## src/design/lane_defines.svh

```systemverilog
`ifndef LANE_DEFINES_SVH
`define LANE_DEFINES_SVH

////////////////////
// Port counts
////////////////////
`define LANE_R_PORTS 4
`define LANE_W_PORTS 2

// Storage per lane
`define VRF_DEPTH    64
`define VMRF_DEPTH   32

// Data and control widths
`define WORD_W       32
`define ALU_CTRL_W   6

////////////////////
// Pipeline delays
////////////////////
// Read issue to operand out
`define READ_DELAY   2
// Stages before a write commits
`define WRITE_DELAY  2

`endif

```

## src/design/vrf_pkg.sv

```systemverilog
`include "lane_defines.svh"

package vrf_pkg;

   // One element word of the VRF
   typedef logic [`WORD_W-1:0] word_t;

   // Addresses
   typedef logic [$clog2(`VRF_DEPTH)-1:0]  vrf_addr_t;
   typedef logic [$clog2(`VMRF_DEPTH)-1:0] vmrf_addr_t;

   // One enable per byte of a word
   typedef logic [`WORD_W/8-1:0] bwen_t;

   // Element width
   typedef enum logic [1:0] {
      SEW_BYTE = 2'd0,
      SEW_HALF = 2'd1,
      SEW_WORD = 2'd2
   } sew_t;

   // Byte position inside a word
   typedef logic [1:0] byte_sel_t;

endpackage

```

## src/design/op_pkg.sv

```systemverilog
`include "lane_defines.svh"

package op_pkg;

   typedef logic [`ALU_CTRL_W-1:0] alu_ctrl_t;

   // Index of a VRF read port
   typedef logic [$clog2(`LANE_R_PORTS)-1:0] port_sel_t;

   // Write data source, code 3 writes zero
   typedef enum logic [1:0] {
      WSRC_ALU   = 2'd0,
      WSRC_LOAD  = 2'd1,
      WSRC_SLIDE = 2'd2
   } wsrc_t;

   // Sideband of one slot, travels alongside the read data
   typedef struct packed {
      alu_ctrl_t opcode;
      port_sel_t op3_sel;
      logic      rd_vld;
   } op_side_t;

   typedef struct packed {
      port_sel_t sel;
      logic      vld;
   } store_side_t;

   // One write request through the write pipeline
   typedef struct packed {
      vrf_pkg::vrf_addr_t  addr;
      vrf_pkg::word_t      data;
      vrf_pkg::bwen_t      bwen;
      logic                mask_en;
      logic                vmrf_wen;
      logic                mask_bit;
      vrf_pkg::vmrf_addr_t vmrf_addr;
   } wr_req_t;

endpackage

```

## src/design/operand_router.sv

```systemverilog
`timescale 1ns/1ns
`include "lane_defines.svh"

module operand_router (
   input  vrf_pkg::word_t   [`LANE_R_PORTS-1:0] prep_i,
   input  op_pkg::port_sel_t [`LANE_W_PORTS-1:0] op3_sel_i,
   input  op_pkg::port_sel_t                    store_sel_i,
   output vrf_pkg::word_t   [`LANE_W_PORTS-1:0] vs1_o,
   output vrf_pkg::word_t   [`LANE_W_PORTS-1:0] vs2_o,
   output vrf_pkg::word_t   [`LANE_W_PORTS-1:0] vs3_o,
   output vrf_pkg::word_t                       store_data_o
);

   ////////////////////
   // ALU operands
   ////////////////////
   // Fixed port pair per slot, op3 from any port
   always_comb begin
      for (int j = 0; j < `LANE_W_PORTS; j++) begin
         vs1_o[j] = prep_i[2*j];
         vs2_o[j] = prep_i[2*j+1];
         vs3_o[j] = prep_i[op3_sel_i[j]];
      end
   end

   // Store data taken from any read port
   assign store_data_o = prep_i[store_sel_i];

endmodule

```

## config.mk

```make
export PLATFORM = sky130hd
export DESIGN_NAME = operand_router
export DESIGN_NICKNAME = d
export VERILOG_FILES = /design/src/design/vrf_pkg.sv /design/src/design/op_pkg.sv /design/src/design/operand_router.sv
export VERILOG_INCLUDE_DIRS = /design/src /design/src/design
export SDC_FILE = /design/constraint.sdc
export NUM_CORES = 1
export LEC_CHECK = 0
export BUFFER_PORTS_ARGS = -buffer_cell sky130_fd_sc_hd__buf_4
export CORE_AREA = 2 2 139 141
export DETAILED_ROUTE_END_ITERATION = 7
export DIE_AREA = 0 0 141 143
export GPL_ROUTABILITY_DRIVEN = 0
export PLACE_DENSITY = 0.56
export SYNTH_ARGS = -nofsm -noshare
export SYNTH_HDL_FRONTEND = slang
export SYNTH_SLANG_ARGS = --single-unit
```

## constraint.sdc

```tcl
create_clock -name vclk -period 1.68
set_input_delay 0.084 -clock vclk [all_inputs]
set_output_delay 0.084 -clock vclk [all_outputs]
set_load 0.01 [all_outputs]
```

### Word-level counts from Yosys, hierarchy flattened

Cells that the tools add are included.

| storage, ports and cells | value |
|---|---|
| register bits | 0 |
| bits of input ports | 134 |
| output and inout port bits | 224 |
| word-level logic and storage cells | 9 |

| cells by class | value |
|---|---|
| magnitude comparators | 3 |
| muxes and demuxes | 6 |

Operator list:

| operator | count |
|---|---|
| $bmux W32 S2 | 3 |
| $mux W32 | 3 |
| $lt A2 B3 Y1 const B | 3 |

### Depth between registers and ports, before layout

| logic depth | value |
|---|---|
| depth in word-level cells | 2 |
| mapped depth | 3 |
| gate-level depth less buffers | 1 |

### Worst setup path before layout

Ideal clock, no wire load.

| path | value |
|---|---|
| path type | input-to-output |
| start | input store_sel_i[0] |
| end | output store_data_o[10] |
| arrival | 873 ps |
| required time | 1596 ps |
| slack | 723 ps |
| cell stages on the path | 3 |
| buffers on the path | 2 |
| cell sequence | buf_6 buf_12 mux4_2 |

| on the way | value |
|---|---|
| cells in the longest elaborated chain, start to end | 2 |

RTL lines:

| what | line | source |
|---|---|---|
| start: declaration | operand_router.sv:7 | `input op_pkg::port_sel_t store_sel_i,` |
| $bmux W32 S2 | operand_router.sv:27 | `assign store_data_o = prep_i[store_sel_i];` |
| $mux W32 (implied by the code) | operand_router.sv:27 |  |
| end: declaration | operand_router.sv:11 | `output vrf_pkg::word_t store_data_o` |

Every way passes these cells. The select of a mux whose other input is x is not followed.

==> results.py <==
metrics = {
    "outcome": {
        "outcome": "completed",
    },
    "synth": {
        "syn_avg_cell_area_um2": 13.90,
        "ys_warn_count": 0,
        "syn_nets": 379,
        "synth_cells": 245,
        "ys_types": 6,
        "ys_seq_area_share_pct": 0,
        "syn_area_um2": 3405,
    },
    "grt": {
        "grt_pass1_wl_um": 18860,
        "grt_pass1_vias": 3265,
        "grt_max_degree": 33,
        "grt_usage_pct": 11.80,
        "gr-total-overflow": 0,
        "antenna_found_initial": 0,
    },
    "layout": {
        "seq_area_um2": 0,
        "drive_gt1_share_pct": 98.69,
        "nets": 594,
        "utilization_pct": 28.23,
        "antenna_cells": 0,
        "area_growth_syn_to_layout_pct": 54.06,
        "final_cell_mix": "358 x buf_4, 90 x mux4_2, 6 x mux4_1",
        "final_common_cell": "buf_4",
        "seq_cell_count": 0,
        "fill_cells": 1921,
        "clock_buffers": 0,
        "multi_input_comb_area_um2": 2185,
    },
    "drt": {
        "dr.pass1.iters": 4,
        "post-route-drc-count": 0,
        "ant_nets": 0,
        "num_vias": 3158,
        "wire_per_inst_um": 19.38,
        "via_per_inst": 4.564,
        "wl_um": 13410,
        "drt_iter0_drc": 60,
    },
    "pwr": {
        "power_density_nw_per_um2": 344.2,
        "p_leak_uw": 0.002394,
        "irDropWorstVdd_v": 0.0001945,
    },
    "clock_network": {
        "post_cts_resized": 0,
        "holdBufCountCts": 0,
        "cts_setup_buffers": 0,
    },
    "sta": {
        "post-route-min-period_ns": 1.292,
        "setup_viol": 0,
        "hold_viol_final": 0,
        "worst_pin_slew_ns": 0.5294,
        "max_freq_mhz": 773.9,
        "slew_viol_final": 0,
        "finalCritPeriodShare_pct": 76.91,
        "relSlewSlack_pct": 64.71,
        "rsz0062_at_grt": "false",
        "setup_ws_ns": 0.3878,
        "tns_ns": 0,
    },
    "setup_path": {
        "cpMostUsedCell": "buf_4",
        "cp_data_required_time_ns": 1.60,
        "cp_top_family": "multiplexers",
        "crit_arrival_ns": 1.21,
        "critical_path_class": "in2out",
        "endpoint_kind": "primary output",
        "cp_max_fo": 32,
        "crit_chain": "buf_4 > buf_12 > mux4_1 > buf_4",
        "critPathMaxStageDelay_ns": 0.60,
        "cp_slowest_cell": "mux4_1",
        "cp-start-kind": "primary input",
        "critPathBufInv": 3,
    },
    "floorplan": {
        "die_h_um": 143,
        "rows": 50,
        "initial_core_util_pct": 18.32,
        "die_area_um2": 20160,
        "chipWidth_um": 141,
        "io_pins": 358,
        "coreArea_um2": 18580,
    },
    "place": {
        "port_buffers": 358,
        "post-place-ws_ns": 0.3693,
        "dpl.hpwl_um": 10970,
    },
    "worst_hold_path": {
        "hp-class": "in2out",
    },
    "run": {
        "drv_cap": 0,
    },
}
-- final timing paths --
path / cells past startpoint / endpoint / slack [ns] / from
worst max-delay path: 4 / vs3_o[32] / 0.39 / op3_sel_i[2]
worst min-delay path: 2 / vs2_o[8] / 0.37 / prep_i[40]
-- cells by family (layout without fill, tap and decap cells) --
logic type	count (synthesis)	in the layout	share of synthesized area, %
muxes	96	96	64.17
buffers and inverters	149	362	35.83
-- power by group --
part / switching (uW) / total, uW / internal, uW
Combinational: 756 / 1810 / 1050
Clock: 0 / 0 / 0
Sequential: 0 / 0 / 0
-- layout make-up --
| class | instances | area share [%] |
|---|---|---|
| Multi-Input combinational cell | 96 | 41.65 |
| Tap cell | 234 | 5.582 |
| Timing Repair Buffer | 362 | 52.77 |
-- stage by stage --
step | instances | cell area [um2] | total power [uW] | hold WS, ns
after CTS | 692 | 5245 | 1830 | 0.3708
after global routing | 692 | 5245 | 1909 | 0.3744
final | 692 | 5245 | 1805 | 0.3689
after detailed placement | 692 | 5245 | 1825 | 0.3708
after global placement | 692 | 5245 | 1809 | 0.3692
after floorplan | 245 | 3405 | 1013 | 0.2598
-- layer usage --
layer | GRT usage [%] | routed length, um
met1 | 14.11 | 4874
met2 | 23.49 | 7532
met3 | 1.107 | 861
met4 | 1.316 | 146
met5 | 0 | 0
-- synth_stat cells, drive strengths merged --
library cell / number / area share, %
mux4: 96 / 64
buf: 149 / 36
Power figures use the tool's default switching activity.
