===== src/design/lane_defines.svh =====
`ifndef LANE_DEFINES_SVH
`define LANE_DEFINES_SVH

////////////////////
// Port counts
////////////////////
`define LANE_R_PORTS 4
`define LANE_W_PORTS 2

// Storage per lane
`define VRF_DEPTH    64
`define VMRF_DEPTH   32

// Data and control widths
`define WORD_W       32
`define ALU_CTRL_W   6

////////////////////
// Pipeline delays
////////////////////
// Read issue to operand out
`define READ_DELAY   2
// Stages before a write commits
`define WRITE_DELAY  2

`endif


===== src/design/vrf_pkg.sv =====
`include "lane_defines.svh"

package vrf_pkg;

   // One element word of the VRF
   typedef logic [`WORD_W-1:0] word_t;

   // Addresses
   typedef logic [$clog2(`VRF_DEPTH)-1:0]  vrf_addr_t;
   typedef logic [$clog2(`VMRF_DEPTH)-1:0] vmrf_addr_t;

   // One enable per byte of a word
   typedef logic [`WORD_W/8-1:0] bwen_t;

   // Element width
   typedef enum logic [1:0] {
      SEW_BYTE = 2'd0,
      SEW_HALF = 2'd1,
      SEW_WORD = 2'd2
   } sew_t;

   // Byte position inside a word
   typedef logic [1:0] byte_sel_t;

endpackage


===== src/design/read_data_prep.sv =====
`timescale 1ns/1ns
`include "lane_defines.svh"

module read_data_prep (
   input  logic                                        clk_i,
   input  logic                                        rst_i,
   input  vrf_pkg::word_t    [`LANE_R_PORTS-1:0]       rdata_i,
   input  vrf_pkg::byte_sel_t [`LANE_R_PORTS-1:0]      byte_sel_i,
   input  vrf_pkg::sew_t     [`LANE_W_PORTS-1:0]       sew_i,
   output vrf_pkg::word_t    [`LANE_R_PORTS-1:0]       prep_o
);

   import vrf_pkg::*;

   byte_sel_t [`LANE_R_PORTS-1:0] byte_sel_q;
   sew_t      [`LANE_W_PORTS-1:0] sew_q;
   word_t     [`LANE_R_PORTS-1:0] narrow;

   // Align the selects with the registered VRF data
   always_ff @(posedge clk_i) begin
      if (!rst_i) begin
         byte_sel_q <= '0;
         for (int j = 0; j < `LANE_W_PORTS; j++) begin
            sew_q[j] <= SEW_WORD;
         end
      end else begin
         byte_sel_q <= byte_sel_i;
         sew_q      <= sew_i;
      end
   end

   // Slot j owns ports 2j and 2j+1
   always_comb begin
      for (int p = 0; p < `LANE_R_PORTS; p++) begin
         narrow[p] = '0;
         case (sew_q[p/2])
            SEW_BYTE: narrow[p][7:0]  = rdata_i[p][byte_sel_q[p]*8 +: 8];
            // Halfword picked by the low select bit
            SEW_HALF: narrow[p][15:0] = rdata_i[p][byte_sel_q[p][0]*16 +: 16];
            default:  narrow[p]       = rdata_i[p];
         endcase
      end
   end

   always_ff @(posedge clk_i) begin
      prep_o <= narrow;
   end

endmodule


===== config.mk =====
export PLATFORM = sky130hd
export DESIGN_NAME = read_data_prep
export DESIGN_NICKNAME = d
export VERILOG_FILES = /design/src/design/vrf_pkg.sv /design/src/design/read_data_prep.sv
export VERILOG_INCLUDE_DIRS = /design/src /design/src/design
export SDC_FILE = /design/constraint.sdc
export NUM_CORES = 1
export LEC_CHECK = 0
export ABC_AREA = 1
export ABC_CLOCK_PERIOD_IN_PS = 2850
export BUFFER_PORTS_ARGS = -buffer_cell sky130_fd_sc_hd__buf_4
export CAP_MARGIN = 15
export CORE_AREA = 2 2 122 101
export CTS_BUF_LIST = sky130_fd_sc_hd__clkbuf_8
export DETAILED_ROUTE_END_ITERATION = 8
export DIE_AREA = 0 0 124 103
export HOLD_SLACK_MARGIN = 0.08
export PLACE_DENSITY = 0.92
export SLEW_MARGIN = 20
export SYNTH_ARGS = -nofsm -noshare
export SYNTH_HDL_FRONTEND = slang
export SYNTH_SLANG_ARGS = --single-unit

===== constraint.sdc =====
create_clock -name clk_i -period 2.85 [get_ports clk_i]
set_input_delay 0.4275 -clock clk_i [delete_from_list [all_inputs] [get_ports clk_i]]
set_output_delay 0.4275 -clock clk_i [all_outputs]
set_load 0.05 [all_outputs]

# Word-level counts from Yosys, hierarchy flattened

Cells that the tools add are included.

Register bits after elaboration: 140
Output and inout bits: 128
Word-level logic and storage cells: 36

Eq/ne operators: 2
Shift-type cells: 8
Mux-type cells: 8
Reductions and logical operators: 4

Operator list:

| kind               | count |
|---|---|
| $pmux 8 s2         | 8 |
| $shiftx 32x6->16   | 4 |
| $shiftx 32x6->8    | 4 |
| $eq 2x1->1 const B | 2 |
| $logic_not 2->1    | 2 |
| $reduce_or 2->1    | 2 |

# Longest topological paths before layout

Gate-level depths: netlist (run 1).

Depth in word-level cells: 2
Mapped depth: 6
Mapped depth without buffers: 5

# Least setup slack after synthesis (run 1)

Ideal clock, no wire load.

Kind: reg2out
Start: register prep_o[0] (netlist name)
End: output port prep_o[0] (netlist name)
Data arrival time: 0.587 ns
Data required time: 2.423 ns
Slack: 1.835 ns
Stages on the path, launching flop included: 1
Path through: dfxtp_1

RTL lines:

| element                  | line                 | RTL |
|---|---|---|
| start: declaration       | read_data_prep.sv:10 | `` output vrf_pkg::word_t [`LANE_R_PORTS-1:0] prep_o `` |
| start signal: assignment | read_data_prep.sv:46 | `prep_o <= narrow;` |

No word-level cell between the ends.

==> results of run 1 <==
## cells in the mapped netlist (all sizes together)
master / instances
clkbuf: 3
o21ai: 64
nor2: 4
nand2: 364
nand3: 128
inv: 120
dfxtp: 140
buf: 40
## metal layers
metal | track usage | vias up
met5 | 0 | -
met4 | 0.120 | 0
met3 | 0.102 | 63
met2 | 0.498 | 366
met1 | 0.322 | 3018
li1 | - | 3154
## flip-flops by register name (all words and copies together), names as in the netlist
signal / cells
byte_sel_q: 8
prep_o: 128
sew_q: 4
## cell usage in the layout, fill, tap and decap left out
master / n
clkbuf_8: 21
buf_4: 275
dfxtp_1: 138
bufinv_16: 5
inv_1: 113
nor2_4: 4
dfxtp_2: 2
inv_2: 7
clkinv_2: 3
clkinvlp_4: 3
o21ai_1: 28
o21ai_0: 36
nand3_1: 128
nand2_1: 364
## final cells by class
| type | count | area, µm² |
|---|---|---|
| fillers | 922 | 3350 |
| well taps | 152 | 190 |
| repair buffers | 275 | 2060 |
| flip-flops and latches | 140 | 2810 |
| clock buffers | 21 | 289 |
| multi-input cells | 560 | 2370 |
| inverters | 120 | 450 |
| clock inverters | 11 | 188 |
## worst paths after layout
path,to,cells after the start
max,prep_o[36],4
min,sew_q[1],3
max reg2reg,prep_o[36],4
min reg2reg,prep_o[92],2
## cells by family after synthesis
kind of cell           synth area share
AND/OR/NAND/NOR                   0.349
AO/OA/AOI/OAI                    0.0545
flip-flops                        0.477
buffers and inverters             0.120
## worst max-delay path, delay by kind of cell, from the launching register on
family | cells | cell delay, ns
DFF | 1 | 0.65
buffers and inverters | 1 | 0.39
and+or+nand+nor | 3 | 0.38
## power by group through the flow
| stage | clock, mW | combinational [mW] | sequential, mW |
|---|---|---|---|
| floorplan | 0 | 0.321 | 2.68 |
| global placement | 0 | 1.24 | 2.21 |
| detailed placement | 0 | 1.26 | 2.22 |
| CTS | 1.91 | 1.27 | 2.17 |
| global route | 2.00 | 1.36 | 2.19 |
| finish | 1.89 | 1.28 | 2.17 |
==> out/qor.yml, run 1 <==
run_status:
  status: "complete, no violations"
floorplan:
  dieArea_um2: 12800
  core_um2: 11700
  chipHeight_um: 103
  core.rowCount: 36
  start_util: 0.502
  io_pins: 270
  die_w_um: 124
power_and_ir_drop:
  power.switching_mw: 1.68
  power.density_nw_per_um2: 638
  p_total_mw: 5.33
  power.share.clock: 0.354
  p_int_mw: 3.65
  cellLeakagePower_nw: 4.67
  combPwrFrac: 0.239
  irDropWorstVdd_mv: 0.547
  swShare: 0.315
  seqPwrFrac: 0.407
clocking:
  postCtsResizedCells: 0
  cts_root_buf: "clkbuf_8"
  numCtsBuffers: 17
  cts_buffer_depth: 2
  cts_hold_buffers: 0
  numClockSinks: 140
  clkLatencyLatePin_ns: 0.44
  cts_setup_buffers: 0
  clk_pin_slew_ns: 0.08
  cts_tree: "built"
  htreeDepth: 4
timing:
  tightest_slew_ns: 0.785
  period_share: 0.541
  hold_violations: 0
  rsz0062_at_grt: "false"
  worst_slack_ns: 1.31
  slew_headroom: 0.475
  setup_tns_ns: 0
  finClkSkew_ns: 0.00999
  min_period_ns: 1.54
  fmax_mhz: 649
  drv_slew: 0
  setup_viol: 0
  fin_hold_ws_ns: 0.160
min_path:
  min_path_type: "input port to register"
  min-delay-start: "sew_i[1]"
cells_and_area:
  area_growth_pct: 42.2
  nets: 1256
  fin_area_um2: 8360
  fin_util: 0.714
  num_antenna_cells: 0
  drive_above_1_share: 0.284
  layoutNonFillerInstCount: 1279
detailed_routing:
  firstDrtPassIters: 6
  vias: 6601
  wl_met1_mm: 6.95
  drc: 0
  wl_per_cell_um: 14.7
  drt_wl_total_mm: 18.8
  ant_nets: 0
  maxUsedRoutingLayer: "met4"
  met3_length_mm: 2.13
  avgViaCountPerCell: 5.16
  wl_met2_mm: 9.11
  first_iter_violations: 532
critical_path:
  slowest_stage: "dfxtp_2"
  worstSetupPathType: "register to register"
  startpoint: "sew_q[1]"
  cp_common_cell: "nand3_1"
  arrival_ns: 1.87
  required_ns: 3.18
  crit_path_cell_trace: "buf_4 -> nor2_4 -> nand3_1 -> nand3_1"
  r2r-start: "sew_q[1]"
  max_stage_delay_ns: 0.65
  crit_path_max_fanout: 26
  cp-start-kind: "register"
  endpoint_kind: "register"
  r2r_slack_ns: 1.31
grt:
  grt_pass1_vias: 6024
  overflow: 0
  grt_max_degree: 35
  grt_usage: 0.287
  grt_pass1_wl_mm: 28.2
  antenna_found_initial: 0
synth:
  netlist_instances: 863
  avgSynthCellArea_um2: 6.81
  synthesis.nets: 1005
  syn_area_um2: 5880
  yosysSeqAreaShare: 0.477
  ys_types: 13
  yosysWarnings: 0
  netlist_top_cells_area: "dfxtp_1, nand2_1, nand3_1"
  ys_ff_latch: 140
  synth_top_area_share: 0.477
  synth_top_area_cell: "dfxtp_1"
place:
  place_hpwl_mm: 13.8
  placed_area_um2: 7880
  gp_congestion: 0.876
  portBuffers: 269
  post-place-ws_ns: 1.36
  placed_cells: 1247
run:
  cap_violations: 0
(Power assumes the default switching activity.)
==> run 2, diff against run 1 <==
--- a/config.mk
+++ b/config.mk
@@ -7,15 +7,15 @@
 export NUM_CORES = 1
 export LEC_CHECK = 0
 export ABC_AREA = 1
-export ABC_CLOCK_PERIOD_IN_PS = 2850
+export ABC_CLOCK_PERIOD_IN_PS = 1350
 export BUFFER_PORTS_ARGS = -buffer_cell sky130_fd_sc_hd__buf_4
 export CAP_MARGIN = 15
-export CORE_AREA = 2 2 122 101
+export CORE_AREA = 2 2 133 109
 export CTS_BUF_LIST = sky130_fd_sc_hd__clkbuf_8
 export DETAILED_ROUTE_END_ITERATION = 8
-export DIE_AREA = 0 0 124 103
+export DIE_AREA = 0 0 135 111
 export HOLD_SLACK_MARGIN = 0.08
-export PLACE_DENSITY = 0.92
+export PLACE_DENSITY = 0.84
 export SLEW_MARGIN = 20
 export SYNTH_ARGS = -nofsm -noshare
 export SYNTH_HDL_FRONTEND = slang
==> constraint.sdc (replaced) <==
create_clock -name clk_i -period 1.35 [get_ports clk_i]
set_input_delay 0.2025 -clock clk_i [delete_from_list [all_inputs] [get_ports clk_i]]
set_output_delay 0.2025 -clock clk_i [all_outputs]
set_load 0.05 [all_outputs]
==> run 2 against run 1 <==
Effect of this change:
- hold slack better by 0.32 ns
- total power grew 120%
- count of clock-buffer cells in the layout is 3 lower
- highest routed layer unchanged
==> out/qor.yml, run 2 (synthesis gave the netlist of run 1 again) <==
run_status:
  status: "complete, no violations"
timing:
  hold_violations: 0
  slew_headroom: 0.670
  setup_viol: 0
  period_share: 0.940
  drv_slew: 0
  setup_tns_ns: 0
  finClkSkew_ns: 0.0146
  fmax_mhz: 788
  tightest_slew_ns: 0.494
  worst_slack_ns: 0.0817
  min_period_ns: 1.27
  rsz0062_at_grt: "false"
grt:
  overflow: 0
  grt_use_met1: 0.345
  grt_pass1_wl_mm: 37.4
  grt_use_met3: 0.113
  grt_pass1_vias: 7454
  grt_max_degree: 44
  grt_usage: 0.316
  antenna_found_initial: 1
  met2_usage: 0.539
  top_usage_layer: "met2"
cells_and_area:
  fillers: 881
  nets: 1418
  fin_area_um2: 10100
  multiInputGateArea_um2: 2380
  largest_register_ffs: 128
  area_growth_pct: 71.6
  layoutNonFillerInstCount: 1474
  final_common_cell: "nand2_1"
  reg_top3: "prep_o: 128 flops, byte_sel_q: 8 flops, sew_q: 4 flops"
  layout_common_cells: "nand2_1, buf_4, dlygate4sd3_1"
  drive_above_1_share: 0.258
  regArea_um2: 2810
  largest_register: "prep_o"
power_and_ir_drop:
  p_total_mw: 11.8
  power.density_nw_per_um2: 1170
  irDropWorstVdd_mv: 1.08
  cellLeakagePower_nw: 5.37
critical_path:
  r2r-start: "sew_q[2]"
  arrival_ns: 1.07
  max_stage_delay_ns: 0.39
  cp-start-kind: "register"
  cp.depth: 1
  startpoint: "prep_o[116]"
  required_ns: 1.15
  cp_num_buf_inv: 1
  endpoint: "prep_o[116]"
  slowest_stage: "dfxtp_1"
  worstSetupPathType: "register to output port"
  r2r-end: "prep_o[109]"
  critPathTopFamily: "flip-flops"
  rr_worst_depth: 4
  endpoint_kind: "output port"
  crit_path_max_fanout: 1
  crit_path_cell_trace: "buf_4"
  r2r_slack_ns: 0.09
min_path:
  min_path_type: "input port to register"
  hold-path-cell-count: 4
place:
  place_hpwl_mm: 13.0
  placed_cells: 1288
  post-place-ws_ns: 0.0242
  portBuffers: 269
  gp_congestion: 0.872
  placed_area_um2: 8090
clocking:
  clk_pin_slew_ns: 0.09
  numCtsBuffers: 17
  htreeDepth: 4
  cts_buffer_depth: 2
  cts_root_buf: "clkbuf_8"
  clkLatencyLatePin_ns: 0.46
  numClockSinks: 140
  cts_tree: "built"
detailed_routing:
  wl_per_cell_um: 16.5
  avgViaCountPerCell: 5.19
  drt_wl_total_mm: 24.3
  drc: 0
  first_iter_violations: 973
  firstDrtPassIters: 6
  vias: 7651
  ant_nets: 0
floorplan:
  start_util: 0.424
  core_um2: 13900
  dieArea_um2: 15000
  die_w_um: 135
  core.rowCount: 39
  io_pins: 270
  chipHeight_um: 111
run:
  cap_violations: 0
run 2: cell count changes in the layout (fill, tap and decap cells not counted), sizes merged:
| cell | previous run | this run |
|---|---|---|
| inv | 120 | 123 |
| dlygate4sd3 | 0 | 152 |
| diode | 0 | 1 |
| clkbuf | 21 | 18 |
| clkinv | 3 | 6 |
| buf | 275 | 284 |
| nor2 | 4 | 5 |
| clkinvlp | 3 | 0 |
run 2: how the worst min path moves through the flow:
stage               slack (ns)     startpoint       endpoint
finish                    0.48    rdata_i[62]     prep_o[62]
global placement          0.38  byte_sel_i[7]  byte_sel_q[7]
global route              0.47    rdata_i[62]     prep_o[62]
floorplan                 0.29       sew_i[1]       sew_q[1]
detailed placement        0.39  byte_sel_i[0]  byte_sel_q[0]
CTS                       0.45   rdata_i[121]    prep_o[121]
run 2: routing by layer:
metal / vias up / wire, µm
li1: 3479 / -
met1: 3404 / 8460
met2: 624 / 11500
met3: 144 / 3120
met4: 0 / 1150
met5: - / 0
run 2: final cells by class:
class,instances,area share
Tap cell,184,0.0228
Sequential cell,140,0.278
Clock buffer,18,0.0246
Antenna cell,1,0.000248
Clock inverter,14,0.0212
Multi-Input combinational cell,561,0.236
Inverter,120,0.0446
Timing Repair Buffer,436,0.372
run 2: what timing repair did:
action                     CTS  global route
setup endpoints to repair    0            33
resized for setup            0             3
hold buffers               152             0
hold endpoints to repair   140             0
setup buffers                0             0
run 2: where the power goes:
part           total [mW]  switching (mW)  internal, mW
clock network        4.01            1.75          2.26
registers            4.57           0.131          4.44
logic                3.24            2.02          1.22
run 2: through the flow:
stage          utilization  hold slack, ns
6_report             0.728           0.477
5_1_grt              0.728           0.471
4_1_cts              0.727           0.450
3_5_place_dp         0.584           0.386
3_3_place_gp         0.584           0.384
2_1_floorplan            -           0.287
