==> config.mk <==
export PLATFORM = sky130hd
export DESIGN_NAME = write_pipeline
export DESIGN_NICKNAME = d
export VERILOG_FILES = /design/src/design/vrf_pkg.sv /design/src/design/op_pkg.sv /design/src/design/stage_delay.sv /design/src/design/lane_regfile.sv /design/src/design/write_pipeline.sv
export VERILOG_INCLUDE_DIRS = /design/src /design/src/design
export SDC_FILE = /design/constraint.sdc
export NUM_CORES = 1
export LEC_CHECK = 0
export BUFFER_PORTS_ARGS = -buffer_cell sky130_fd_sc_hd__buf_4
export CAP_MARGIN = 10
export CORE_MARGIN = 2
export CORE_UTILIZATION = 40
export CTS_CLUSTER_DIAMETER = 60
export DETAILED_ROUTE_END_ITERATION = 8
export PLACE_DENSITY_LB_ADDON = 0.12
export RECOVER_POWER = 25
export SYNTH_ARGS = -nofsm -noshare
export SYNTH_HDL_FRONTEND = slang
export SYNTH_SLANG_ARGS = --single-unit
==> constraint.sdc <==
create_clock -name clk_i -period 1.7 [get_ports clk_i]
set_input_delay 0.17 -clock clk_i [delete_from_list [all_inputs] [get_ports clk_i]]
set_output_delay 0.17 -clock clk_i [all_outputs]
set_load 0.02 [all_outputs]
==> src/design/lane_defines.svh <==
`ifndef LANE_DEFINES_SVH
`define LANE_DEFINES_SVH

////////////////////
// Port counts
////////////////////
`define LANE_R_PORTS 4
`define LANE_W_PORTS 2

// Storage per lane
`define VRF_DEPTH    64
`define VMRF_DEPTH   32

// Data and control widths
`define WORD_W       32
`define ALU_CTRL_W   6

////////////////////
// Pipeline delays
////////////////////
// Read issue to operand out
`define READ_DELAY   2
// Stages before a write commits
`define WRITE_DELAY  2

`endif

==> src/design/vrf_pkg.sv <==
`include "lane_defines.svh"

package vrf_pkg;

   // One element word of the VRF
   typedef logic [`WORD_W-1:0] word_t;

   // Addresses
   typedef logic [$clog2(`VRF_DEPTH)-1:0]  vrf_addr_t;
   typedef logic [$clog2(`VMRF_DEPTH)-1:0] vmrf_addr_t;

   // One enable per byte of a word
   typedef logic [`WORD_W/8-1:0] bwen_t;

   // Element width
   typedef enum logic [1:0] {
      SEW_BYTE = 2'd0,
      SEW_HALF = 2'd1,
      SEW_WORD = 2'd2
   } sew_t;

   // Byte position inside a word
   typedef logic [1:0] byte_sel_t;

endpackage

==> src/design/op_pkg.sv <==
`include "lane_defines.svh"

package op_pkg;

   typedef logic [`ALU_CTRL_W-1:0] alu_ctrl_t;

   // Index of a VRF read port
   typedef logic [$clog2(`LANE_R_PORTS)-1:0] port_sel_t;

   // Write data source, code 3 writes zero
   typedef enum logic [1:0] {
      WSRC_ALU   = 2'd0,
      WSRC_LOAD  = 2'd1,
      WSRC_SLIDE = 2'd2
   } wsrc_t;

   // Sideband of one slot, travels alongside the read data
   typedef struct packed {
      alu_ctrl_t opcode;
      port_sel_t op3_sel;
      logic      rd_vld;
   } op_side_t;

   typedef struct packed {
      port_sel_t sel;
      logic      vld;
   } store_side_t;

   // One write request through the write pipeline
   typedef struct packed {
      vrf_pkg::vrf_addr_t  addr;
      vrf_pkg::word_t      data;
      vrf_pkg::bwen_t      bwen;
      logic                mask_en;
      logic                vmrf_wen;
      logic                mask_bit;
      vrf_pkg::vmrf_addr_t vmrf_addr;
   } wr_req_t;

endpackage

==> src/design/stage_delay.sv <==
`timescale 1ns/1ns

module stage_delay #(
   parameter int  DEPTH     = 2,
   parameter type payload_t = logic
) (
   input  logic     clk_i,
   input  logic     rst_i,
   input  payload_t d_i,
   output payload_t q_o
);

   payload_t pipe_q [DEPTH];

   // Shift line, stage 0 takes the input
   always_ff @(posedge clk_i) begin
      if (!rst_i) begin
         for (int i = 0; i < DEPTH; i++) begin
            pipe_q[i] <= '0;
         end
      end else begin
         pipe_q[0] <= d_i;
         for (int i = 1; i < DEPTH; i++) begin
            pipe_q[i] <= pipe_q[i-1];
         end
      end
   end

   assign q_o = pipe_q[DEPTH-1];

endmodule

==> src/design/lane_regfile.sv <==
`timescale 1ns/1ns

module lane_regfile #(
   parameter int DEPTH   = 64,
   parameter int WIDTH   = $bits(vrf_pkg::word_t),
   parameter int LANES   = 4,
   parameter int R_PORTS = 4,
   parameter int W_PORTS = 2
) (
   input  logic                                     clk_i,
   input  logic                                     rst_i,
   input  logic [R_PORTS-1:0][$clog2(DEPTH)-1:0]    raddr_i,
   output logic [R_PORTS-1:0][WIDTH-1:0]            rdata_o,
   input  logic [W_PORTS-1:0][$clog2(DEPTH)-1:0]    waddr_i,
   input  logic [W_PORTS-1:0][WIDTH-1:0]            wdata_i,
   input  logic [W_PORTS-1:0][LANES-1:0]            wen_i
);

   // Bits covered by one enable
   localparam int LW = WIDTH / LANES;

   logic [WIDTH-1:0] mem [DEPTH];

   ////////////////////
   // Write side
   ////////////////////
   // Later ports overwrite earlier ones on the same address
   always_ff @(posedge clk_i) begin
      for (int w = 0; w < W_PORTS; w++) begin
         for (int l = 0; l < LANES; l++) begin
            if (wen_i[w][l]) begin
               mem[waddr_i[w]][l*LW +: LW] <= wdata_i[w][l*LW +: LW];
            end
         end
      end
   end

   ////////////////////
   // Read side
   ////////////////////
   // Registered read, a write in the same cycle is not yet visible
   always_ff @(posedge clk_i) begin
      if (!rst_i) begin
         rdata_o <= '0;
      end else begin
         for (int r = 0; r < R_PORTS; r++) begin
            rdata_o[r] <= mem[raddr_i[r]];
         end
      end
   end

endmodule

==> src/design/write_pipeline.sv <==
`timescale 1ns/1ns
`include "lane_defines.svh"

module write_pipeline (
   input  logic                                       clk_i,
   input  logic                                       rst_i,
   input  logic                [`LANE_W_PORTS-1:0]    alu_vld_i,
   input  vrf_pkg::vrf_addr_t  [`LANE_W_PORTS-1:0]    vrf_waddr_i,
   input  vrf_pkg::bwen_t      [`LANE_W_PORTS-1:0]    vrf_bwen_i,
   input  op_pkg::wsrc_t       [`LANE_W_PORTS-1:0]    vrf_write_src_i,
   input  vrf_pkg::word_t      [`LANE_W_PORTS-1:0]    alu_res_i,
   input  vrf_pkg::word_t                             load_data_i,
   input  vrf_pkg::word_t                             slide_data_i,
   input  logic                [`LANE_W_PORTS-1:0]    vector_mask_i,
   input  vrf_pkg::vmrf_addr_t [`LANE_W_PORTS-1:0]    vmrf_addr_i,
   input  logic                [`LANE_W_PORTS-1:0]    vmrf_wen_i,
   input  logic                [`LANE_W_PORTS-1:0]    alu_mask_bit_i,
   output vrf_pkg::vrf_addr_t  [`LANE_W_PORTS-1:0]    vrf_waddr_o,
   output vrf_pkg::word_t      [`LANE_W_PORTS-1:0]    vrf_wdata_o,
   output vrf_pkg::bwen_t      [`LANE_W_PORTS-1:0]    vrf_wen_o
);

   import vrf_pkg::*;
   import op_pkg::*;

   typedef wr_req_t [`LANE_W_PORTS-1:0] wr_req_arr_t;

   wr_req_arr_t req_d, req_s1, req_s2;
   logic       [`LANE_W_PORTS-1:0] vld_s2;
   vmrf_addr_t [`LANE_W_PORTS-1:0] vmrf_raddr, vmrf_waddr;
   logic       [`LANE_W_PORTS-1:0] mask_rd, vmrf_wdata, vmrf_wen;

   ////////////////////
   // Request build
   ////////////////////
   always_comb begin
      for (int j = 0; j < `LANE_W_PORTS; j++) begin
         case (vrf_write_src_i[j])
            WSRC_ALU:   req_d[j].data = alu_res_i[j];
            WSRC_LOAD:  req_d[j].data = load_data_i;
            WSRC_SLIDE: req_d[j].data = slide_data_i;
            default:    req_d[j].data = '0;
         endcase
         req_d[j].addr      = vrf_waddr_i[j];
         req_d[j].bwen      = vrf_bwen_i[j];
         req_d[j].mask_en   = vector_mask_i[j];
         req_d[j].vmrf_wen  = vmrf_wen_i[j];
         req_d[j].mask_bit  = alu_mask_bit_i[j];
         req_d[j].vmrf_addr = vmrf_addr_i[j];
      end
   end

   // Stage one is tapped to address the VMRF
   stage_delay #(.DEPTH(1), .payload_t(wr_req_arr_t)) i_req_s1 (
      .clk_i (clk_i),
      .rst_i (rst_i),
      .d_i   (req_d),
      .q_o   (req_s1)
   );

   stage_delay #(.DEPTH(`WRITE_DELAY-1), .payload_t(wr_req_arr_t)) i_req_s2 (
      .clk_i (clk_i),
      .rst_i (rst_i),
      .d_i   (req_s1),
      .q_o   (req_s2)
   );

   stage_delay #(.DEPTH(`WRITE_DELAY), .payload_t(logic [`LANE_W_PORTS-1:0])) i_vld (
      .clk_i (clk_i),
      .rst_i (rst_i),
      .d_i   (alu_vld_i),
      .q_o   (vld_s2)
   );

   ////////////////////
   // Mask register file
   ////////////////////
   always_comb begin
      for (int j = 0; j < `LANE_W_PORTS; j++) begin
         vmrf_raddr[j] = req_s1[j].vmrf_addr;
         vmrf_waddr[j] = req_s2[j].vmrf_addr;
         vmrf_wdata[j] = req_s2[j].mask_bit;
         vmrf_wen[j]   = req_s2[j].vmrf_wen & vld_s2[j];
      end
   end

   // Mask bit of stage one shows up with stage two
   lane_regfile #(
      .DEPTH   (`VMRF_DEPTH),
      .WIDTH   (1),
      .LANES   (1),
      .R_PORTS (`LANE_W_PORTS),
      .W_PORTS (`LANE_W_PORTS)
   ) i_vmrf (
      .clk_i   (clk_i),
      .rst_i   (rst_i),
      .raddr_i (vmrf_raddr),
      .rdata_o (mask_rd),
      .waddr_i (vmrf_waddr),
      .wdata_i (vmrf_wdata),
      .wen_i   (vmrf_wen)
   );

   // Commit, masked lanes keep their old bytes
   always_comb begin
      for (int j = 0; j < `LANE_W_PORTS; j++) begin
         vrf_waddr_o[j] = req_s2[j].addr;
         vrf_wdata_o[j] = req_s2[j].data;
         vrf_wen_o[j]   = req_s2[j].bwen & {$bits(bwen_t){vld_s2[j]}};
         if (req_s2[j].mask_en) begin
            vrf_wen_o[j] = vrf_wen_o[j] & {$bits(bwen_t){mask_rd[j]}};
         end
      end
   end

endmodule

Yosys cells after proc, flatten, opt, wreduce, memory -nomap -nowiden
Memory sizes are Yosys's and may differ from the RTL's. A register that Yosys moved wholly into a read port is not among the register bits. Index checks and enable logic that the tools add are counted.

Output and inout bits: 84. Bits of input ports: 172. Memories: 4. Logic and storage cells: 38. RAM bits: 236. Bits in registers: 0.

Memories: i_req_s1.pipe_q (depth 1, width 100, read ports 1, clocked after memory_dff 0, wr ports 1, line stage_delay.sv:13) `payload_t pipe_q [DEPTH];`; i_req_s2.pipe_q (depth 1, width 100, read ports 1, clocked after memory_dff 0, wr ports 1, line stage_delay.sv:13); i_vmrf.mem (depth 32, width 1, read ports 2, clocked after memory_dff 2, wr ports 2, line lane_regfile.sv:22) `logic [WIDTH-1:0] mem [DEPTH];`; i_vld.pipe_q (depth 2, width 2, read ports 2, clocked after memory_dff 0, wr ports 2, line stage_delay.sv:13).

Equal/unequal tests: 4. Multiplexer cells: 16. Reduce and logical (&&, ||, !) cells: 6. Bitwise gates (word level): 8.

Operator list (number): $mux W100 (2); $reduce_or A100 Y1 (2); $pmux W32 S3 (2); $and A4 B4 Y4 (4); $mux W1 (8); $mux W4 (2); $eq A2 B1 Y1 const B (2); $eq A2 B2 Y1 const B (2); $logic_not A2 Y1 (2); $mux W2 (2); $and A1 B1 Y1 (2); $logic_not A1 Y1 (2); $or A1 B1 Y1 (2).

Depth between registers and ports, before layout
Gate-level depths: netlist of the first run.

Depth in word-level cells: 3. Mapped depth: 7. Mapped depth without buffers: 4.

Cells and area by module
Synthesis of the first run repeated with hierarchy kept, for this count alone.

Cell total of the unflattened synthesis: 813. Area, all modules: 10009.6 um^2.

By module, submodules not included: stage_delay (i_req_s1 ...) (sequential area each 2001.9 um^2, cells each 210, area each 2788.9 um^2, times used 2); lane_regfile (sequential area each 1001.0 um^2, cells each 217, area each 2502.4 um^2, times used 1); write_pipeline (sequential area each 0.0 um^2, cells each 166, area each 1809.2 um^2, times used 1); stage_delay (i_vld) (sequential area each 80.1 um^2, cells each 10, area each 120.1 um^2, times used 1).

Least setup slack after synthesis of the first run
OpenSTA, ideal clock, no wires.

Path kind: reg-to-reg. From: memory i_req_s1.pipe_q[0][0] (netlist bit). To: register i_vmrf.rdata_o[0] (netlist bit), read port of i_vmrf.mem. Required time: 1583 ps. Stages on the path, launching flop included: 6. Path buffers: 1. Setup time: 117 ps. Clock period less this slack: 1672 ps. Setup slack: 28 ps. Data arrival time: 1555 ps. Cells stage by stage: dfxtp_1 buf_6 mux4_2 nor2b_4 a2111oi_2 and4b_1.

Word-level cells in the longest chain between the ends: 1.

Ends and longest elaborated chain: from (decl) (line stage_delay.sv:13); $mem_v2 Z1 W100; to (decl) (line lane_regfile.sv:13) `output logic [R_PORTS-1:0][WIDTH-1:0] rdata_o,`.

Every way passes these cells.

Worst setup path in the final report of the first run
From: memory i_req_s1.pipe_q[0][50] (netlist bit). To: register i_vmrf.rdata_o[1] (netlist bit), read port of i_vmrf.mem.

The elaborated chain is that of the path after synthesis.

==> flow_results.org, run 1 <==
** STA
- Counting I/O delays and the setup requirement, the final critical path takes 1620 ps.
- Hold violation count in the final report :: 0
- Max-slew violation count :: 0
- After routing, the total negative slack on setup checks comes to 0 ps.
- Setup violations remaining at the end of the flow were counted as 0.
- Timing would allow up to 616 MHz.
- Setup repair after global routing left no endpoint under its margin.
- Transition time of the tightest slew-check pin :: 1090 ps
- Slew headroom :: 27.3%
- Worst Slack Setup Final :: 76.0 ps
- Clk_skew :: 8.02 ps
- Ratio of final minimum period to clock period :: 95.5%
- Final-layout worst hold slack :: 12.7 ps

** Logic synthesis
- Area fraction of the dominant cell type after synthesis :: 41.5%
- Area share of and/or/nand/nor cells after synthesis :: 20.1%
- After synthesis the netlist holds a flip-flop and latch count of 238.
- Adder-Cell Fraction of Synth Area :: 0%
- Synthesis instantiated 36 different standard cells from the library.
- Multiplexer share of the synthesized area :: 14.3%
- Top cells by area in the synthesized netlist :: dfxtp_1 41%, and2_1 13%, edfxtp_1 9.7%, mux2i_1 7.3%, buf_4 5.7%
- Of the total synthesized cell area, the portion taken by XOR and XNOR cells is 0%.
- Sequential share of the synthesized area :: 51.2%
- Yosys printed 0 warnings.
- Main combinational cell family by area after synthesis :: simple AND/OR/NAND/NOR gates
- Cell type with the largest total area after synthesis :: dfxtp_1
- In this run the mean area of a mapped cell was 10.4 µm².
- The number of nets handed over by synthesis was 1129.
- The synthesized netlist occupies a cell area of 0.00994 mm².
- Area fraction in compound gates after synthesis :: 5.82%
- Synthesis handed over a netlist of 957 instances.

** Routing
- Final routed wire length divided by cell count :: 16.0 µm
- Once detail routing completed, the nets flagged for antenna violations numbered 0.
- The first detailed-routing pass ran for 5 iterations.
- Total detailed-routing wirelength :: 25200 µm
- After detailed routing, the number of vias per cell comes to 4.71.
- Vias after detailed routing :: 7411
- DRC errors left :: 0
- After the first detailed-routing iteration, the DRC count stood at 339.

** Placement
- Number of port buffers :: 255
- Routability-driven placement finished with a final weighted congestion of 0.803.
- At the placement stage, the worst setup path has a slack of -64.3 ps.
- Area after DPL :: 0.0117 mm²
- Detailed-placement wirelength estimate :: 17200 µm
- In this run, placement finished with an instance count of 1429.

** GRT
- The number of global-route vias before repair came to 7545.
- Global routing consumed, over all layers together, 18.8% of the routing resources.
- The initial antenna violation count is 0.
- Largest net degree at the start of global routing :: 57
- Overflow left after global routing :: 0
- The first global-routing pass estimated 39400 µm of wire.

** Layout
- In the final design database the tool counted 1402 nets.
- The repair_antennas step left the layout with diodes totalling 0.
- Final Util :: 55.6%
- The post-route netlist has 30.8% of its cells at a drive strength greater than 1.
- With fillers left out, the area of the finished cells amounts to 0.0136 mm².
- Fin cells :: 1573
- Synthesis-to-finish area growth :: 36.4%

** Floorplan
- After floorplanning, the core was divided into 57 placement rows.
- Initial standard-cell utilization of the core :: 40.8%
- Measured along the y axis, the die boundary spans 162 µm.
- Die width :: 162 µm
- Count of boundary I/O pins :: 256
- Total core area :: 0.0244 mm²
- Die area :: 0.0261 mm²

** Power
- The clock network is responsible for 43.1% of the overall power.
- Leakage Power :: 5.95 nW
- Of the total power, the share spent switching nets is 22.7%.
- Overall power :: 13.1 mW
- Power density of the placed cells :: 966 mW/mm²
- The worst-case IR drop observed on VDD is 731 µV.
- Net switching power figure :: 2.97 mW
- The internal portion of the total power is 10.1 mW.
- Portion of total power attributed to combinational logic :: 10.8%
- Share of total power in sequential cells :: 46.1%

** Setup path
- Crit path kind :: flip-flop to flip-flop
- Maximum fanout count along the critical path :: 3
- Data arrives at the worst endpoint at 2040 ps.
- Data required, critical path :: 2110 ps
- Critical path capture point type :: flip-flop
- STA classifies the critical path startpoint as a flip-flop.

** Clock network
- Clock input transition at the sequential cells of the worst setup and hold paths :: 60 ps
- For this design, the sink count on the clock tree is 238.
- Latest clock arrival within the worst-skew pair :: 520 ps
- CTS tree :: done
- The tree is rooted in a clkbuf_16.
- Number of clock buffers inserted by TritonCTS :: 27
- Htree depth :: 1
- Number of buffers on the longest clock path :: 3

** Worst hold path
- The min-delay analysis places its worst path in the category primary input to flip-flop.

** Run
- Number of violations of the max-capacitance limit :: 0

** Run status
- Status :: finished, final reports clean
==> registers in the layout, summed over array words and instances (netlist names) <==
| signal | count |
|---|---|
| i_req_s2.pipe_q | 100 |
| i_vmrf.mem | 32 |
| i_vmrf.rdata_o | 2 |
| i_vld.pipe_q | 4 |
| i_req_s1.pipe_q | 100 |
==> power by group through the flow <==
stage	registers [mW]	clock network (mW)	logic, mW
floorplan	6.11	0	0.738
global placement	6.15	0	1.23
detailed placement	6.15	0	1.23
CTS	6.03	5.82	1.42
global route	6.06	6.02	1.54
finish	6.03	5.64	1.42
==> critical path, cell delays in order (launching register included) <==
cell and delay [ps]:
dfxtp_4 370, mux4_2 490, nor2b_4 140, a2111oi_4 270, and4b_1 230
==> cell families (layout without fill, tap and decap cells) <==
| kind of cell | after synthesis | after routing |
|---|---|---|
| AO/OA/AOI/OAI | 108 | 108 |
| buffers and inverters | 138 | 430 |
| flip-flops | 238 | 238 |
| multiplexers | 116 | 116 |
| AND/OR/NAND/NOR | 357 | 357 |
==> what timing repair did <==
action,in CTS,in global routing
cloned,0,0
pin swaps,0,3
setup buffers,0,1
resized for setup,7,15
hold buffers,95,0
setup endpoints to repair,10,8
hold endpoints to repair,95,0
==> layer usage <==
metal  part of all wire (%)  vias up  GRT usage [%]
met1                     43     3474           22.5
met4                    3.8        0           6.96
met5                      0        -              0
li1                       -     3655              -
met3                    6.5       55           4.96
met2                     47      227           32.5
==> placed cells by master (no fill, tap or decap), types with 3 or more instances in the layout <==
master,n
and2_0,16
and2_1,194
buf_12,3
buf_4,267
clkbuf_1,3
clkbuf_16,28
clkbuf_4,13
clkbuf_8,8
clkinv_2,3
dfxtp_1,203
dlygate4sd3_1,95
edfxtp_1,32
mux2_2,30
mux2i_1,72
mux4_1,7
mux4_2,7
nand2_1,104
nand2b_1,4
nand3_1,6
nand3b_1,4
nor2_1,6
nor3b_1,3
o21ai_0,96
o22ai_1,3
==> final timing paths <==
| kind | to | depth (start not counted) | slack (ps) | startpoint |
|---|---|---|---|---|
| hold / removal | i_req_s1.pipe_q[0][77] | 4 | 10 | load_data_i[15] |
| hold reg to reg | i_req_s2.pipe_q[0][37] | 1 | 430 | i_req_s1.pipe_q[0][37] |
| setup / recovery | i_vmrf.rdata_o[1] | 4 | 80 | i_req_s1.pipe_q[0][50] |
| setup reg to reg | i_vmrf.rdata_o[1] | 4 | 80 | i_req_s1.pipe_q[0][50] |
==> layout make-up <==
type	instances	area, µm²
Inverter	2	7.51
Clock buffer	39	822
Fill cell	2169	10800
Timing Repair Buffer	380	3140
Tap cell	324	405
Sequential cell	238	5090
Clock inverter	9	63.8
Multi-Input combinational cell	581	4030
==> synthesized netlist by cell type <==
cell type and n:
edfxtp_1 32, nor2b_1 2, and2_1 210, nor3b_2 2
a21boi_0 2, nand3_1 6, a2111oi_2 2, buf_2 6
buf_4 76, nor2_1 6, nand2b_1 4, o221ai_1 2
clkbuf_1 48, and3_1 1, nor3b_1 3, o21ai_0 98
mux2i_1 72, nand3b_1 4, or3b_2 1, and3b_1 1
and4b_1 2, mux4_1 12, inv_1 2, nand4_1 2
mux4_2 2, and4_1 1, nor3_1 2, o22ai_1 4
nand2_1 104, clkdlybuf4s50_2 1, and2_2 2, nor2b_4 2
buf_6 5, dfxtp_1 206, or3_1 2, mux2_2 30
No activity file was read; power rests on OpenSTA's default activity.
==> run 2, diff against run 1 <==
MAX_ROUTING_LAYER = met4   (was unset)
REMOVE_ABC_BUFFERS = 1   (was unset)
==> flow_results.org, run 2 (same netlist as run 1, synthesis figures left out) <==
** STA
- The final count of hold timing violations came to 0 (unchanged).
- The number of pins with negative max-slew slack in the final report is 0 (unchanged).
- The worst setup skew after layout is 9.05 ps (+1.02 ps).
- The post-layout minimum cycle time is 1660 ps (+40.1 ps).
- The actual slew at the worst max-slew pin was 1030 ps (-54.2 ps).
- Number of setup violations in the final report :: 0 (unchanged)
- The post-route clock period utilization is 97.9% (+2.4 points).
- The maximum frequency from static timing analysis was 601 MHz (-2.4%).
- The post-route setup TNS was 0 ps (unchanged).
- Setup repair after global routing could not meet its margin everywhere.
- The worst slew margin relative to its limit is 31.0% (+3.6 points).

** Floorplan
- Std cell rows :: 57 (unchanged)
- The count of pins on the block boundary was 256 (unchanged).
- Total core area :: 0.0244 mm² (unchanged)
- Die area :: 0.0261 mm² (unchanged)
- The y dimension of the die was 162 µm (unchanged).
- The width of the die was 162 µm (unchanged).
- Initial standard-cell utilization of the core :: 40.8% (unchanged)

** Clock network
- The worst-skew pair later-pin latency is 540 ps (+20 ps).
- Number of clock buffers inserted by TritonCTS :: 28 (+3.7%)
- Htree depth :: 1 (unchanged)
- Root Buffer :: clkbuf_16
- The deepest clock path buffer count came to 3 (unchanged).
- The number of buffers inserted to repair setup after CTS is 0 (unchanged).
- Clock sinks :: 238 (unchanged)
- CTS tree :: done
- Clock input transition at the sequential cells of the worst setup and hold paths :: 60 ps (about the same)

** Layout
- Antenna cell count :: 0 (unchanged)
- The library cell used most frequently in the layout, excluding fill and tap cells, is buf_4.
- Final Util :: 56.5% (+0.96 points)
- The number of nets in the layout came to 1419 (+1.2%).
- Synthesis-to-finish area growth :: 38.7%
- The top cell types in the final layout, fill and taps aside, are 252 x buf_4, 204 x dfxtp_1, 203 x and2_1.
- The count of filler cells inserted in the layout was 2154 (-0.69%).
- Fin cells :: 1592 (+1.2%)
- The share of final-layout standard cells stronger than drive strength 1 is 30.1% (-0.70 points).

** Setup path
- CP arrival :: 2090 ps (+50 ps)
- The worst reg2reg path depth came to 3 (-1).
- The peak fanout along the critical path is 3 (unchanged).
- The slack of the worst reg-to-reg path is 40 ps (-40 ps).
- STA classifies the critical path startpoint as a flip-flop.
- Critical path capture point type :: flip-flop
- The buffer and inverter count on the worst path came to 0 (unchanged).
- Crit-path cells :: mux4_1 > a2111oi_4 > and4b_1
- In this run the critical register-to-register path is launched from i_req_s1.pipe_q[0][50].
- The required time of the critical path came to 2130 ps (+20 ps).
- Endpoint of the lowest-slack register-to-register path :: i_vmrf.rdata_o[1]
- Highest cell delay on the worst timing path :: 610 ps (+120 ps)
- The kind of cell with the highest combined delay along the critical path is multiplexers.
- Crit path kind :: flip-flop to flip-flop
- Critical-path top delay cell :: mux4_1

** Run status
- Status :: finished, final reports clean

** Placement
- The cell total after placement came to 1430 (+0.070%).
- Number of port buffers :: 255 (unchanged)
- Placer congestion estimate :: 0.797 (-0.83%)
- The detailed placement HPWL came to 17300 µm (+0.59%).

** Routing
- Total detailed-routing wirelength :: 26000 µm (+2.8%)
- DRC errors left :: 0 (unchanged)
- Vias after detailed routing :: 7449 (+0.51%)
- The first-pass iteration count of the detailed router was 4 (-1).
- Detailed router's first-iteration violation count :: 360 (+6.2%)
- The ratio of routed vias to standard cells is 4.68 (-0.69%).
- The final antenna-violating net count was 0 (unchanged).
- The detailed-route wire length per cell was 16.3 µm (+1.6%).

** Worst hold path
- Worst min-delay path class :: primary input to flip-flop
- The path with the worst hold slack has its endpoint at i_req_s1.pipe_q[0][73].
- Worst Min Path Start :: alu_res_i[43]
- Hold path cells :: 4 (unchanged)

** Run
- Number of violations of the max-capacitance limit :: 0 (unchanged)

** GRT
- The initial antenna violation count was 0 (unchanged).
- Wire length of the first global-routing pass :: 40000 µm (+1.5%)
- The sum of overflow across all layers after global routing is 0 (unchanged).
- The all-layer global routing usage is 19.9% (+1.1 points).
- The maximum number of pins on one net before global-route repair came to 63 (+11%).
- The number of global-route vias before repair came to 7635 (+1.2%).

** Power
- The total power density per cell area is 976 mW/mm² (+1.0%).
- Worst voltage drop across the vdd grid :: 738 µV (+0.91%)
- Leakage Power :: 6.07 nW (+1.9%)
run 2: changes by cell type in the layout (fill, tap and decap cells not counted), moves of 4 or more:
cell	previous run	this run
clkbuf_4	13	26
and2_0	16	7
buf_4	267	252
clkbuf_8	8	4
dlygate4sd3_1	95	111
and2_1	194	203
run 2: where the power goes:
part	total, mW	leakage, nW	internal, mW	switching (mW)
Clock	5.95	0.462	3.61	2.34
Combinational	1.46	3.55	0.858	0.600
Sequential	6.04	2.05	5.94	0.106
Total	13.5	6.07	10.4	3.05
run 2: worst register-to-register path, stage by stage (launching register included):
cell and delay [ps]:
dfxtp_4 370, mux4_1 610, a2111oi_4 360, and4b_1 220
run 2: cell type report:
type | count | area (µm²) | area share (%)
multi-input cells | 581 | 4030 | 29.2
flip-flops and latches | 238 | 5090 | 36.9
clock inverters | 12 | 131 | 0.953
clock buffers | 39 | 803 | 5.83
inverters | 2 | 7.51 | 0.0544
well taps | 324 | 405 | 2.94
repair buffers | 396 | 3320 | 24.1
run 2: through the flow:
stage	power (mW)	worst slack, ps	hold WS [ps]	cell area, µm²
floorplan	6.64	-69.0	292	9090
global placement	7.39	-46.1	378	11700
detailed placement	7.40	-82.5	380	11700
CTS	13.6	7.39	3.16	13800
global route	14.0	-9.79	30.4	13800
finish	13.5	35.9	17.4	13800
run 2: repair_timing:
item | in CTS | in global routing
resized for setup | 11 | 7
hold endpoints to repair | 100 | 0
hold buffers | 111 | 0
pin swaps | 1 | 1
setup endpoints to repair | 10 | 6
run 2: metal layers:
metal	wire (µm)	part of all wire [%]	track usage [%]	vias up
li1	-	-	-	3694
met1	10100	39	21.8	3449
met5	0	0	-	-
met4	735	2.8	6.03	0
met3	2130	8.2	6.06	58
met2	13000	50	34.8	248
run 2: worst max path at each step:
stage	cells after the start	slack [ps]	end	from
2_1_floorplan	4	-70	i_vmrf.rdata_o[0]	i_req_s1.pipe_q[0][0]
3_3_place_gp	5	-50	i_vmrf.rdata_o[0]	i_req_s1.pipe_q[0][0]
3_5_place_dp	5	-80	i_vmrf.rdata_o[0]	i_req_s1.pipe_q[0][0]
4_1_cts	3	7	i_vmrf.rdata_o[0]	i_req_s1.pipe_q[0][0]
5_1_grt	3	-10	i_vmrf.rdata_o[1]	i_req_s1.pipe_q[0][50]
6_report	3	40	i_vmrf.rdata_o[1]	i_req_s1.pipe_q[0][50]
==> run 3, diff against run 2 <==
REMOVE_ABC_BUFFERS = unset   (was 1)
==> flow_results.org, run 3 (same netlist as run 1, synthesis figures left out) <==
** Run status
- The run finished with clean final reports.

** Setup path
- The critical path is of the flip-flop to flip-flop type.
- Crit-path cells :: mux4_2 > nor2b_4 > a2111oi_4 > and4b_1
- The required time of the critical path came to 2110 ps (-20 ps).
- Critical path capture point type :: flip-flop
- Critical-path top delay cell :: mux4_2
- Number of cells traversed by the worst register-to-register path :: 4 (+1)
- Number of buffers and inverters on the critical path :: 0 (unchanged)
- STA classifies the critical path startpoint as a flip-flop.
- On the critical path the largest part of the delay comes from multiplexers.
- The number of cells on the critical path came to 4 (+1).
- Maximum fanout count along the critical path :: 3 (unchanged)
- The maximum cell stage delay along the critical path was 490 ps (-120 ps).
- The worst path arrival time was 2040 ps (-50 ps).

** Floorplan
- The width of the die came to 162 µm (unchanged).
- Count of boundary I/O pins :: 256 (unchanged)
- The number of placement rows is 57 (unchanged).
- The initial standard-cell utilization of the core came to 40.8% (unchanged).
- Total core area :: 0.0244 mm² (unchanged)
- Die height :: 162 µm (unchanged)
- The die footprint was 0.0261 mm² (unchanged).

** GRT
- The sum of overflow across all layers after global routing is 0 (unchanged).
- Gr usage total :: 19.4% (-0.54 points)
- Number of global-route vias before repair :: 7557 (-1.0%)
- The global-route wire length before repair came to 39300 µm (-1.7%).
- Largest net degree at the start of global routing :: 57 (-9.5%)
- The initial antenna violation count was 0 (unchanged).

** Placement
- The cell total after placement was 1429 (-0.070%).
- The worst setup slack before clock tree synthesis is -64.3 ps (+18.1 ps).
- Area after DPL :: 0.0117 mm² (-0.28%)
- The detailed placement HPWL came to 17200 µm (-0.59%).
- The count of port buffers added during placement was 255 (unchanged).
- The routability congestion estimate from global placement is 0.817 (+2.6%).

** Routing
- The detailed-route wire length per cell was 16.1 µm (-1.5%).
- The final antenna-violating net count was 0 (unchanged).
- The detailed-route DRC error count is 0 (unchanged).
- The first-pass iteration count of the detailed router is 4 (unchanged).
- The ratio of routed vias to standard cells came to 4.71 (+0.73%).
- Total detailed-routing wirelength :: 25300 µm (-2.7%)
- Detailed router's first-iteration violation count :: 321 (-11%)
- The via count was 7414 (-0.47%).

** Layout
- Compared with the post-synthesis result, the final layout area differs by 36.4%.
- Antenna cell count :: 0 (unchanged)
- Area of all placed cells without fillers :: 0.0136 mm² (-1.7%)
- The post-route core utilization came to 55.6% (-0.96 points).
- The number of standard cells in the final layout excluding fillers came to 1573 (-1.2%).
- The number of nets in the layout is 1402 (-1.2%).
- Fraction of final layout cells with drive strength greater than 1 :: 30.8% (+0.70 points)
- In the layout the commonest cells are 267 x buf_4, 203 x dfxtp_1, 194 x and2_1.
- Leaving out fill and tap cells, the most frequent cell in the layout is buf_4.

** STA
- The post-route clock period utilization was 95.7% (-2.2 points).
- Maximum achievable frequency :: 615 MHz (+2.3%)
- Transition time of the tightest slew-check pin :: 1120 ps (+85.7 ps)
- Number of setup violations in the final report :: 0 (unchanged)
- The hold slack is 13.0 ps (-4.32 ps).
- Max-slew violation count :: 0 (unchanged)
- Worst Slack Setup Final :: 73.8 ps (+37.9 ps)
- Hold violation count in the final report :: 0 (unchanged)
- Shortest period the worst path allows :: 1630 ps (-37.9 ps)
- Unrepaired setup endpoints after global routing :: no
- The worst setup skew after layout was 9.77 ps (+0.720 ps).
- The worst slew margin relative to its limit was 25.2% (-5.7 points).
- The post-route setup TNS is 0 ps (unchanged).

** Worst hold path
- Hold path cells :: 4 (unchanged)
- The min-delay analysis places its worst path in the category primary input to flip-flop.

** Clock network
- CTS placed an instance of clkbuf_16 at the clock tree root.
- The deepest clock path buffer count came to 3 (unchanged).
- Clock sinks :: 238 (unchanged)
- The CTS buffer count was 27 (-3.6%).
- CTS tree :: done
- Clock input transition at the sequential cells of the worst setup and hold paths :: 70 ps (about the same)
- The worst-skew pair later-pin latency is 520 ps (-20 ps).
- Htree depth :: 1 (unchanged)

** Power
- Worst voltage drop across the vdd grid :: 737 µV (about the same)
- The total power consumption of the routed design came to 13.1 mW (-2.7%).
- Leakage Power :: 5.95 nW (-1.9%)
- Power density of the placed cells :: 966 mW/mm² (-1.0%)

** Run
- Number of violations of the max-capacitance limit :: 0 (unchanged)
==> run 3: tightest hold or removal path: stages <==
cell	delay (ps)
buf_4	80
nand2_1	40
o21ai_0	90
and2_1	130
==> run 3: power by group <==
part	switching (mW)	internal, mW	total (mW)
logic	0.598	0.818	1.42
registers	0.0982	5.94	6.03
clock network	2.28	3.36	5.64
total	2.97	10.1	13.1
==> run 3: repair_timing <==
item	in CTS	in global routing
gates resized for setup	7	15
buffers inserted	0	1
hold endpoints to repair	95	0
pin swaps	0	3
hold buffers	95	0
setup endpoints to repair	10	8
==> run 3: worst paths after layout <==
| path | start | endpoint | slack [ps] |
|---|---|---|---|
| max | i_req_s1.pipe_q[0][50] | i_vmrf.rdata_o[1] | 70 |
| min | load_data_i[15] | i_req_s1.pipe_q[0][77] | 10 |
| max reg2reg | i_req_s1.pipe_q[0][50] | i_vmrf.rdata_o[1] | 70 |
| min reg2reg | i_req_s1.pipe_q[0][37] | i_req_s2.pipe_q[0][37] | 430 |
==> run 3: metal layers <==
metal  routed length [µm]  global-route usage [%]  up-vias
met5                    0                       -        -
met4                  974                    6.96        0
met3                 1660                    4.80       57
met2                11900                    32.4      224
met1                10700                    22.7     3479
li1                     -                       -     3654
==> run 3: layout make-up <==
cell class / count / area [µm²]
tap: 324 / 405
sequential: 238 / 5090
fill: 2169 / 10800
multi-input combinational: 581 / 4030
inverter: 2 / 7.51
clock inverter: 9 / 63.8
timing repair buffer: 380 / 3140
clock buffer: 39 / 822
